`config.mk`:
```
export PLATFORM = sky130hd
export DESIGN_NAME = alert_channel
export DESIGN_NICKNAME = d
export VERILOG_FILES = /design/src/hdl/alert_pkg.sv /design/src/hdl/alert_channel.sv /design/src/hdl/ping_timer.sv /design/src/hdl/alert_receiver.sv /design/src/hdl/alert_sender.sv /design/src/hdl/alert_diff_decode.sv
export SDC_FILE = /design/constraint.sdc
export NUM_CORES = 1
export LEC_CHECK = 0
export BUFFER_PORTS_ARGS = -buffer_cell sky130_fd_sc_hd__buf_2
export CORE_ASPECT_RATIO = 1.25
export CORE_UTILIZATION = 30
export CTS_BUF_LIST = sky130_fd_sc_hd__clkbuf_4 sky130_fd_sc_hd__clkbuf_8
export CTS_CLUSTER_DIAMETER = 150
export DETAILED_ROUTE_END_ITERATION = 8
export SLEW_MARGIN = 20
export SYNTH_ARGS = -nofsm -noshare
export SYNTH_HDL_FRONTEND = slang
export SYNTH_SLANG_ARGS = --single-unit
```
`constraint.sdc`:
```
create_clock -name clk_i -period 1.7 [get_ports clk_i]
set_clock_uncertainty 0.15 [all_clocks]
set_input_delay 0.34 -clock clk_i [delete_from_list [all_inputs] [get_ports clk_i]]
set_output_delay 0.34 -clock clk_i [all_outputs]
set_load 0.01 [all_outputs]
```
`src/hdl/alert_pkg.sv`:
```
package alert_pkg;

  ////////////////////////////////////////////////////////////////////////////
  // protocol state machines
  ////////////////////////////////////////////////////////////////////////////

  // receiver states, reset enters RxInitReq so that every reset doubles
  // as an in-band init of the whole channel
  typedef enum logic [2:0] {
    RxIdle,
    RxHsAckWait,
    RxPause0,
    RxPause1,
    RxInitReq,
    RxInitAckWait
  } rx_state_e;

  // sender states, alert and ping answers share the same four-phase handshake
  typedef enum logic [2:0] {
    TxIdle,
    TxAlertHs,
    TxPingHs,
    TxPause0,
    TxPause1
  } tx_state_e;

  ////////////////////////////////////////////////////////////////////////////
  // timing
  ////////////////////////////////////////////////////////////////////////////

  // idle cycles of the ping timer between two ping requests
  localparam int unsigned PING_PERIOD = 16;
  // width of the runtime ping timeout and of the timer counter
  localparam int unsigned TIMEOUT_W = 8;
  // both sides rest this many cycles after each handshake
  localparam int unsigned PAUSE_CYCLES = 2;

endpackage
```
`src/hdl/alert_channel.sv`:
```
`timescale 1ns/1ps

module alert_channel import alert_pkg::*; (
  input  logic                 clk_i,
  input  logic                 rst_b,
  input  logic                 alert_valid_i,
  input  logic                 init_trig_i,
  input  logic                 ping_en_i,
  input  logic [TIMEOUT_W-1:0] ping_timeout_i,
  output logic                 alert_ready_o,
  output logic                 alert_o,
  output logic                 integ_fail_o,
  output logic                 ping_fail_o
);

  // differential wires between the two sides
  logic alert_p;
  logic alert_n;
  logic ack_p;
  logic ack_n;
  logic ping_p;
  logic ping_n;

  // decoded levels and flags
  logic alert_level;
  logic alert_sigint;
  logic ack_level;
  logic ack_sigint;
  logic ping_toggle;

  // ping timer to receiver
  logic ping_req;
  logic ping_ok;

  ////////////////////////////////////////////////////////////////////////////
  // sender side
  ////////////////////////////////////////////////////////////////////////////

  alert_diff_decode i_ack_dec (
    .clk_i    (clk_i),
    .rst_b    (rst_b),
    .diff_p_i (ack_p),
    .diff_n_i (ack_n),
    .level_o  (ack_level),
    .toggle_o (),
    .sigint_o (ack_sigint)
  );

  // only the toggle of the ping line matters to the sender
  alert_diff_decode i_ping_dec (
    .clk_i    (clk_i),
    .rst_b    (rst_b),
    .diff_p_i (ping_p),
    .diff_n_i (ping_n),
    .level_o  (),
    .toggle_o (ping_toggle),
    .sigint_o ()
  );

  alert_sender i_sender (
    .clk_i         (clk_i),
    .rst_b         (rst_b),
    .alert_valid_i (alert_valid_i),
    .alert_ready_o (alert_ready_o),
    .ack_level_i   (ack_level),
    .ack_sigint_i  (ack_sigint),
    .ping_toggle_i (ping_toggle),
    .alert_p_o     (alert_p),
    .alert_n_o     (alert_n)
  );

  ////////////////////////////////////////////////////////////////////////////
  // receiver side
  ////////////////////////////////////////////////////////////////////////////

  alert_diff_decode i_alert_dec (
    .clk_i    (clk_i),
    .rst_b    (rst_b),
    .diff_p_i (alert_p),
    .diff_n_i (alert_n),
    .level_o  (alert_level),
    .toggle_o (),
    .sigint_o (alert_sigint)
  );

  alert_receiver i_receiver (
    .clk_i          (clk_i),
    .rst_b          (rst_b),
    .init_trig_i    (init_trig_i),
    .ping_req_i     (ping_req),
    .alert_level_i  (alert_level),
    .alert_sigint_i (alert_sigint),
    .ping_ok_o      (ping_ok),
    .integ_fail_o   (integ_fail_o),
    .alert_o        (alert_o),
    .ack_p_o        (ack_p),
    .ack_n_o        (ack_n),
    .ping_p_o       (ping_p),
    .ping_n_o       (ping_n)
  );

  ping_timer i_ping_timer (
    .clk_i          (clk_i),
    .rst_b          (rst_b),
    .enable_i       (ping_en_i),
    .ping_timeout_i (ping_timeout_i),
    .ping_ok_i      (ping_ok),
    .ping_req_o     (ping_req),
    .ping_fail_o    (ping_fail_o)
  );

endmodule

```
`src/hdl/ping_timer.sv`:
```
`timescale 1ns/1ps

module ping_timer import alert_pkg::*; (
  input  logic                 clk_i,
  input  logic                 rst_b,
  input  logic                 enable_i,
  input  logic [TIMEOUT_W-1:0] ping_timeout_i,
  input  logic                 ping_ok_i,
  output logic                 ping_req_o,
  output logic                 ping_fail_o
);

  // one counter serves both phases, the request flop tells which one
  logic [TIMEOUT_W-1:0] cnt_q;
  logic                 req_q;

  assign ping_req_o  = req_q;
  // a late ping_ok in the same cycle still counts as an answer
  assign ping_fail_o = req_q && !ping_ok_i && (cnt_q == ping_timeout_i);

  always_ff @(posedge clk_i) begin
    if (!rst_b) begin
      cnt_q <= '0;
      req_q <= 1'b0;
    end else if (!req_q) begin
      // period phase, counts only while pings are enabled
      if (!enable_i) begin
        cnt_q <= '0;
      end else if (cnt_q == TIMEOUT_W'(PING_PERIOD)) begin
        cnt_q <= '0;
        req_q <= 1'b1;
      end else begin
        cnt_q <= cnt_q + 1'b1;
      end
    end else begin
      // timeout phase, either answer or timeout ends the request
      if (ping_ok_i || ping_fail_o) begin
        cnt_q <= '0;
        req_q <= 1'b0;
      end else begin
        cnt_q <= cnt_q + 1'b1;
      end
    end
  end

endmodule

```
`src/hdl/alert_receiver.sv`:
```
`timescale 1ns/1ps

module alert_receiver import alert_pkg::*; (
  input  logic clk_i,
  input  logic rst_b,
  input  logic init_trig_i,
  input  logic ping_req_i,
  input  logic alert_level_i,
  input  logic alert_sigint_i,
  output logic ping_ok_o,
  output logic integ_fail_o,
  output logic alert_o,
  output logic ack_p_o,
  output logic ack_n_o,
  output logic ping_p_o,
  output logic ping_n_o
);

  rx_state_e state_d;
  rx_state_e state_q;
  logic      ping_req_q;
  logic      ping_rise;
  logic      ping_pending_d;
  logic      ping_pending_q;
  logic      send_init;
  logic      send_ping;
  logic      ack_pd;
  logic      ack_nd;
  logic      ack_pq;
  logic      ack_nq;
  logic      ping_pd;
  logic      ping_nd;
  logic      ping_pq;
  logic      ping_nq;

  // a ping is requested by the rising edge of ping_req_i only, a request
  // tied high must not turn every native alert into a ping answer
  assign ping_rise      = ping_req_i && !ping_req_q;
  assign ping_pending_d = ping_rise | (!ping_ok_o && ping_req_i && ping_pending_q);

  // ping goes out as a level toggle, init forces both pairs to 0/0
  assign ping_pd = send_init ? 1'b0 : (send_ping ? ~ping_pq : ping_pq);
  assign ping_nd = send_init ? 1'b0 : ~ping_pd;
  assign ack_nd  = send_init ? ack_pd : ~ack_pd;

  ////////////////////////////////////////////////////////////////////////////
  // protocol FSM
  ////////////////////////////////////////////////////////////////////////////

  always_comb begin
    state_d      = state_q;
    ack_pd       = 1'b0;
    ping_ok_o    = 1'b0;
    integ_fail_o = 1'b0;
    alert_o      = 1'b0;
    send_init    = 1'b0;
    send_ping    = ping_rise;

    unique case (state_q)
      // a rising alert level starts a handshake, the pending bit decides
      // whether it answers a ping or reports a native alert
      RxIdle: begin
        if (alert_level_i) begin
          state_d = RxHsAckWait;
          ack_pd  = 1'b1;
          if (ping_pending_q) begin
            ping_ok_o = 1'b1;
          end else begin
            alert_o = 1'b1;
          end
        end
      end
      RxHsAckWait: begin
        if (!alert_level_i) begin
          state_d = RxPause0;
        end else begin
          ack_pd = 1'b1;
        end
      end
      RxPause0: state_d = RxPause1;
      RxPause1: state_d = RxIdle;
      // pings are answered here directly while init is held, afterwards
      // the mirrored sigint from the sender acts as the acknowledgement
      RxInitReq: begin
        send_init = 1'b1;
        send_ping = 1'b0;
        if (init_trig_i) begin
          ping_ok_o = ping_pending_q;
        end else if (alert_sigint_i) begin
          state_d = RxInitAckWait;
        end
      end
      // pairs are clean again, wait for the sender to clean up its side
      RxInitAckWait: begin
        send_ping = 1'b0;
        if (!alert_sigint_i) begin
          state_d   = RxPause0;
          // a ping that came in after init was released is forwarded now
          send_ping = ping_rise || ping_pending_q;
        end
      end
      default: state_d = RxIdle;
    endcase

    // outside init, an init request overrides everything and a broken
    // alert pair clamps all outputs and flags the failure
    if (!(state_q inside {RxInitReq, RxInitAckWait})) begin
      if (init_trig_i) begin
        state_d   = RxInitReq;
        ack_pd    = 1'b0;
        ping_ok_o = 1'b0;
        alert_o   = 1'b0;
        send_init = 1'b1;
      end else if (alert_sigint_i) begin
        state_d      = RxIdle;
        ack_pd       = 1'b0;
        ping_ok_o    = 1'b0;
        alert_o      = 1'b0;
        integ_fail_o = 1'b1;
      end
    end
  end

  // both pairs reset into the init pattern to match the reset state
  always_ff @(posedge clk_i) begin
    if (!rst_b) begin
      state_q        <= RxInitReq;
      ping_req_q     <= 1'b0;
      ping_pending_q <= 1'b0;
      ack_pq         <= 1'b0;
      ack_nq         <= 1'b0;
      ping_pq        <= 1'b0;
      ping_nq        <= 1'b0;
    end else begin
      state_q        <= state_d;
      ping_req_q     <= ping_req_i;
      ping_pending_q <= ping_pending_d;
      ack_pq         <= ack_pd;
      ack_nq         <= ack_nd;
      ping_pq        <= ping_pd;
      ping_nq        <= ping_nd;
    end
  end

  assign ack_p_o  = ack_pq;
  assign ack_n_o  = ack_nq;
  assign ping_p_o = ping_pq;
  assign ping_n_o = ping_nq;

endmodule

```
`src/hdl/alert_sender.sv`:
```
`timescale 1ns/1ps

module alert_sender import alert_pkg::*; (
  input  logic clk_i,
  input  logic rst_b,
  input  logic alert_valid_i,
  output logic alert_ready_o,
  input  logic ack_level_i,
  input  logic ack_sigint_i,
  input  logic ping_toggle_i,
  output logic alert_p_o,
  output logic alert_n_o
);

  tx_state_e state_d;
  tx_state_e state_q;
  logic      ping_pend_d;
  logic      ping_pend_q;
  logic      alert_pd;
  logic      alert_nd;
  logic      alert_pq;
  logic      alert_nq;

  // a native alert is only taken when nothing else needs the pair,
  // a pending or just arriving ping wins and init blocks everything
  assign alert_ready_o = (state_q == TxIdle) && !ping_pend_q && !ping_toggle_i &&
                         !ack_sigint_i;

  ////////////////////////////////////////////////////////////////////////////
  // handshake FSM
  ////////////////////////////////////////////////////////////////////////////

  // the alert pair is computed from the current state and registered, so
  // the wire rises one cycle after the FSM enters a handshake state
  always_comb begin
    state_d     = state_q;
    alert_pd    = 1'b0;
    // every toggle on the ping line asks for one answer
    ping_pend_d = ping_pend_q | ping_toggle_i;

    unique case (state_q)
      TxIdle: begin
        if (ping_pend_q) begin
          // pings are served first, a new toggle in this cycle stays pending
          state_d     = TxPingHs;
          ping_pend_d = ping_toggle_i;
        end else if (alert_valid_i && alert_ready_o) begin
          state_d = TxAlertHs;
        end
      end
      // hold the alert high until the receiver acknowledges it
      TxAlertHs, TxPingHs: begin
        if (ack_level_i) begin
          state_d = TxPause0;
        end else begin
          alert_pd = 1'b1;
        end
      end
      TxPause0: state_d = TxPause1;
      // the receiver drops ack only after it has seen alert low
      TxPause1: begin
        if (!ack_level_i) begin
          state_d = TxIdle;
        end
      end
      default: state_d = TxIdle;
    endcase

    alert_nd = ~alert_pd;

    // a broken ack pair is the receiver asking for init, we answer by
    // breaking the alert pair too and drop whatever was in flight
    if (ack_sigint_i) begin
      state_d     = TxIdle;
      alert_pd    = 1'b0;
      alert_nd    = 1'b0;
      ping_pend_d = 1'b0;
    end
  end

  always_ff @(posedge clk_i) begin
    if (!rst_b) begin
      state_q     <= TxIdle;
      ping_pend_q <= 1'b0;
      alert_pq    <= 1'b0;
      alert_nq    <= 1'b1;
    end else begin
      state_q     <= state_d;
      ping_pend_q <= ping_pend_d;
      alert_pq    <= alert_pd;
      alert_nq    <= alert_nd;
    end
  end

  assign alert_p_o = alert_pq;
  assign alert_n_o = alert_nq;

endmodule

```
`src/hdl/alert_diff_decode.sv`:
```
`timescale 1ns/1ps

module alert_diff_decode (
  input  logic clk_i,
  input  logic rst_b,
  input  logic diff_p_i,
  input  logic diff_n_i,
  output logic level_o,
  output logic toggle_o,
  output logic sigint_o
);

  // last good level seen on the pair
  logic level_q;
  // pair was broken in the previous cycle
  logic sigint_q;

  // a healthy pair is always complementary, equal wires mean a broken pair
  // or an init request from the far side
  assign sigint_o = (diff_p_i == diff_n_i);

  // while the pair is broken we keep reporting the last good level
  assign level_o = sigint_o ? level_q : diff_p_i;

  // a toggle needs two clean samples in a row, so the first clean level
  // after an init sequence is taken as the new reference and does not
  // count as a ping
  assign toggle_o = !sigint_o && !sigint_q && (diff_p_i != level_q);

  always_ff @(posedge clk_i) begin
    if (!rst_b) begin
      level_q  <= 1'b0;
      // start out as if the pair had just been broken
      sigint_q <= 1'b1;
    end else begin
      level_q  <= level_o;
      sigint_q <= sigint_o;
    end
  end

endmodule

```
==> impl_metrics.sql <==
INSERT INTO impl_metrics (metric_group, metric, value, unit) VALUES
('global_route', 'antenna_violations_before_repair', '0', ''),
('power_and_ir_drop', 'lkg_pwr', '0.000754', 'uW'),
('cts', 'post_cts_buffers', '0', ''),
('cts', 'path_clk_slew', '0.10', 'ns'),
('yosys', 'synth_largest_area_cell', 'dfxtp_1', ''),
('yosys', 'syn-num-nets', '179', ''),
('timing', 'report.final.hold_viol_count', '0', ''),
('timing', 'max_clock_freq', '528', 'MHz'),
('route', 'vias', '1239', ''),
('timing', 'period_needed', '1.89', 'ns'),
('power_and_ir_drop', 'ir_worst_vdd', '355', 'uV'),
('die', 'core', '4730', 'um2'),
('yosys', 'synth_area_leaders', 'dfxtp_1 38%, xnor2_1 5.9%, a21oi_2 4.1%', ''),
('yosys', 'synth.ff_latch_count', '28', ''),
('worst_setup_path', 'cp-start-kind', 'flop', ''),
('die', 'floorplan.die_area', '5240', 'um2'),
('yosys', 'share_of_flip_flops_with_an_asynchronous_set_or_reset', '0', ''),
('cells_and_area', 'syn_to_final_growth', '28.1', '%'),
('route', 'routedWlPerCell', '11.3', 'um'),
('timing', 'finalCritPeriodShare', '1.11', ''),
('die', 'io_count', '17', ''),
('run', 'drv.max_cap_violation_count', '0', ''),
('cts', 'numClockSinks', '28', ''),
('outcome', 'violations', 'negative setup slack', ''),
('die', 'die-width', '64.9', 'um'),
('worst_setup_path', 'worst-endpoint-required', '1.21', 'ns'),
('power_and_ir_drop', 'power_density', '639', 'nW/um2'),
('power_and_ir_drop', 'share_clk_of_total_power', '0.337', ''),
('yosys', 'syn-cell-area', '1490', 'um2'),
('yosys', 'syn-mean-instance-area', '9.06', 'um2'),
('timing', 'timing.final.ws_setup', '-0.193', 'ns'),
('route', 'drt.antenna.violating_nets', '0', ''),
('route', 'per_cell_via_count_in_the_routed_design', '4.75', ''),
('outcome', 'outcome', 'finished, violations left', ''),
('yosys', 'synth_seq_area_share', '0.377', ''),
('cts', 'cts_buffers', '3', ''),
('place', 'placement.io_buffers', '16', ''),
('cells_and_area', 'insertedDiodeCount', '0', ''),
('yosys', 'syn_inst', '164', ''),
('yosys', 'synth.top_cell.area_share', '0.377', ''),
('timing', 'report.final.slew_viol_count', '0', ''),
('cells_and_area', 'layout_common_cells', '19 x buf_4, 16 x buf_2, 15 x dfxtp_1', ''),
('worst_setup_path', 'path_max_fanout', '3', ''),
('cts', 'cts-hold-fix-buffers', '0', ''),
('cts', 'clk_path_buf_depth', '2', ''),
('cts', 'root_buffer', 'clkbuf_8', ''),
('worst_setup_path', 'end_kind', 'primary output', ''),
('power_and_ir_drop', 'p_sw', '277', 'uW'),
('route', 'drt_iter0_drc', '91', ''),
('timing', 'finalSetupViolCount', '4', ''),
('die', 'start_util', '0.314', ''),
('power_and_ir_drop', 'totalPowerFinal', '1220', 'uW'),
('yosys', 'yosys_warnings', '0', ''),
('timing', 'tightestPinTransition', '0.340', 'ns'),
('place', 'detailedPlace.worstSlack', '0.00228', 'ns'),
('place', 'gp_congestion', '0.818', ''),
('timing', 'final_worst_hold_slack', '0.232', 'ns'),
('route', 'detailed_router_iteration_count_before_antenna_repair', '4', ''),
('timing', 'rsz_0062_raised_after_global_routing', 'true', ''),
('die', 'placement_rows', '28', ''),
('yosys', 'count_of_flip_flops_with_a_built_in_enable_after_synthesis', '0', ''),
('power_and_ir_drop', 'comb_power_share', '0.104', ''),
('cells_and_area', 'final_core_util', '0.402', ''),
('cts', 'cts-htree-levels', '1', ''),
('worst_setup_path', 'cp.arrival', '1.40', 'ns'),
('yosys', 'synth_top_flop_cell', 'dfxtp_1', ''),
('global_route', 'number_of_global_route_vias_before_repair', '1176', ''),
('cts', 'clock_insertion_delay_worst_skew', '0.27', 'ns'),
('place', 'place.detailed.hpwl', '2310', 'um'),
('global_route', 'grt_overflow', '0', ''),
('route', 'route.detailed.drc', '0', '');
-- final cells by class --
| type | count | area (um2) |
|---|---|---|
| clock buffer | 4 | 55.1 |
| fill | 505 | 2830 |
| inverter | 8 | 30.0 |
| multi-input combinational | 124 | 910 |
| sequential | 28 | 579 |
| tap | 60 | 75.1 |
| timing repair buffer | 37 | 254 |
-- Yosys cell counts (2+ instances only) --
cell / number
xor2_1: 7
o21a_1: 2
o21ai_1: 2
maj3_1: 2
a21boi_2: 2
dfxtp_1: 28
a31oi_1: 4
nor4_1: 2
a21oi_2: 7
nand3_1: 3
a21oi_1: 5
nor3_1: 6
clkbuf_1: 3
inv_1: 8
and3_1: 3
nand4_1: 4
nor2_1: 11
o31ai_1: 2
nor4b_2: 2
o21ai_0: 4
a21boi_1: 2
a21o_1: 2
xnor2_1: 10
ha_1: 2
nand2_1: 9
and2_1: 8
nor2b_1: 4
-- registers in the layout, summed over array words and instances, names as in the netlist --
name / cells
i_receiver.ack_p_o: 1
i_receiver.ping_n_o: 1
i_ack_dec.level_q: 1
i_ping_timer.ping_req_o: 1
i_receiver.ping_req_q: 1
i_ping_dec.sigint_q: 1
i_receiver.ack_n_o: 1
i_sender.ping_pend_q: 1
i_sender.state_q: 3
i_sender.alert_p_o: 1
i_sender.alert_n_o: 1
i_ping_timer.cnt_q: 8
i_receiver.ping_p_o: 1
i_receiver.ping_pending_q: 1
i_receiver.state_q: 3
i_ping_dec.level_q: 1
i_alert_dec.level_q: 1
-- kinds of logic after synthesis --
family,after synthesis,synth area share
AOI/OAI and AO/OA,39,0.201
buffers and inverters,12,0.0312
and+or+nand+nor,63,0.249
adders and majority gates,4,0.0303
DFF,28,0.377
xor gates and xnor gates,18,0.111
-- per-layer routing --
layer,GRT usage,vias up,share of wire
met4,0.0511,0,0.019
met1,0.148,565,0.48
met5,0,-,0
li1,-,649,-
met2,0.213,19,0.48
met3,0.0199,6,0.028
-- per-stage QoR --
step	area, um2	instances
4_1_cts	1880	261
3_3_place_gp	1790	257
2_1_floorplan	1490	164
5_1_grt	1900	261
6_report	1900	261
3_5_place_dp	1790	257
-- worst max-delay path: stages, from the launching register on --
cell	delay, ns
dfxtp_2	0.33
or3b_1	0.38
a21o_1	0.20
nand2_1	0.07
nor2_1	0.04
buf_2	0.12
-- power groups by stage --
stage,clock (uW),sequential (uW),combinational [uW]
2_1_floorplan,0,694,73.5
3_3_place_gp,0,695,120
3_5_place_dp,0,695,122
4_1_cts,430,680,125
5_1_grt,462,682,140
6_report,409,679,127
-- repair_timing --
action | in CTS | in global routing
pin swaps | 2 | 7
setup endpoints to repair | 4 | 4
resized for setup | 12 | 8
-- worst paths after layout --
| check | end | startpoint | cells after the start | slack, ns |
|---|---|---|---|---|
| min reg2reg | i_receiver.ping_pending_q | i_receiver.ping_req_q | 1 | 0.29 |
| max | alert_ready_o | i_ping_dec.level_q | 5 | -0.19 |
| min | i_ping_timer.ping_req_o | rst_b | 2 | 0.23 |
| max reg2reg | i_ping_timer.cnt_q[3] | i_ping_timer.cnt_q[0] | 6 | 0.14 |
Power figures use the tool's default switching activity.
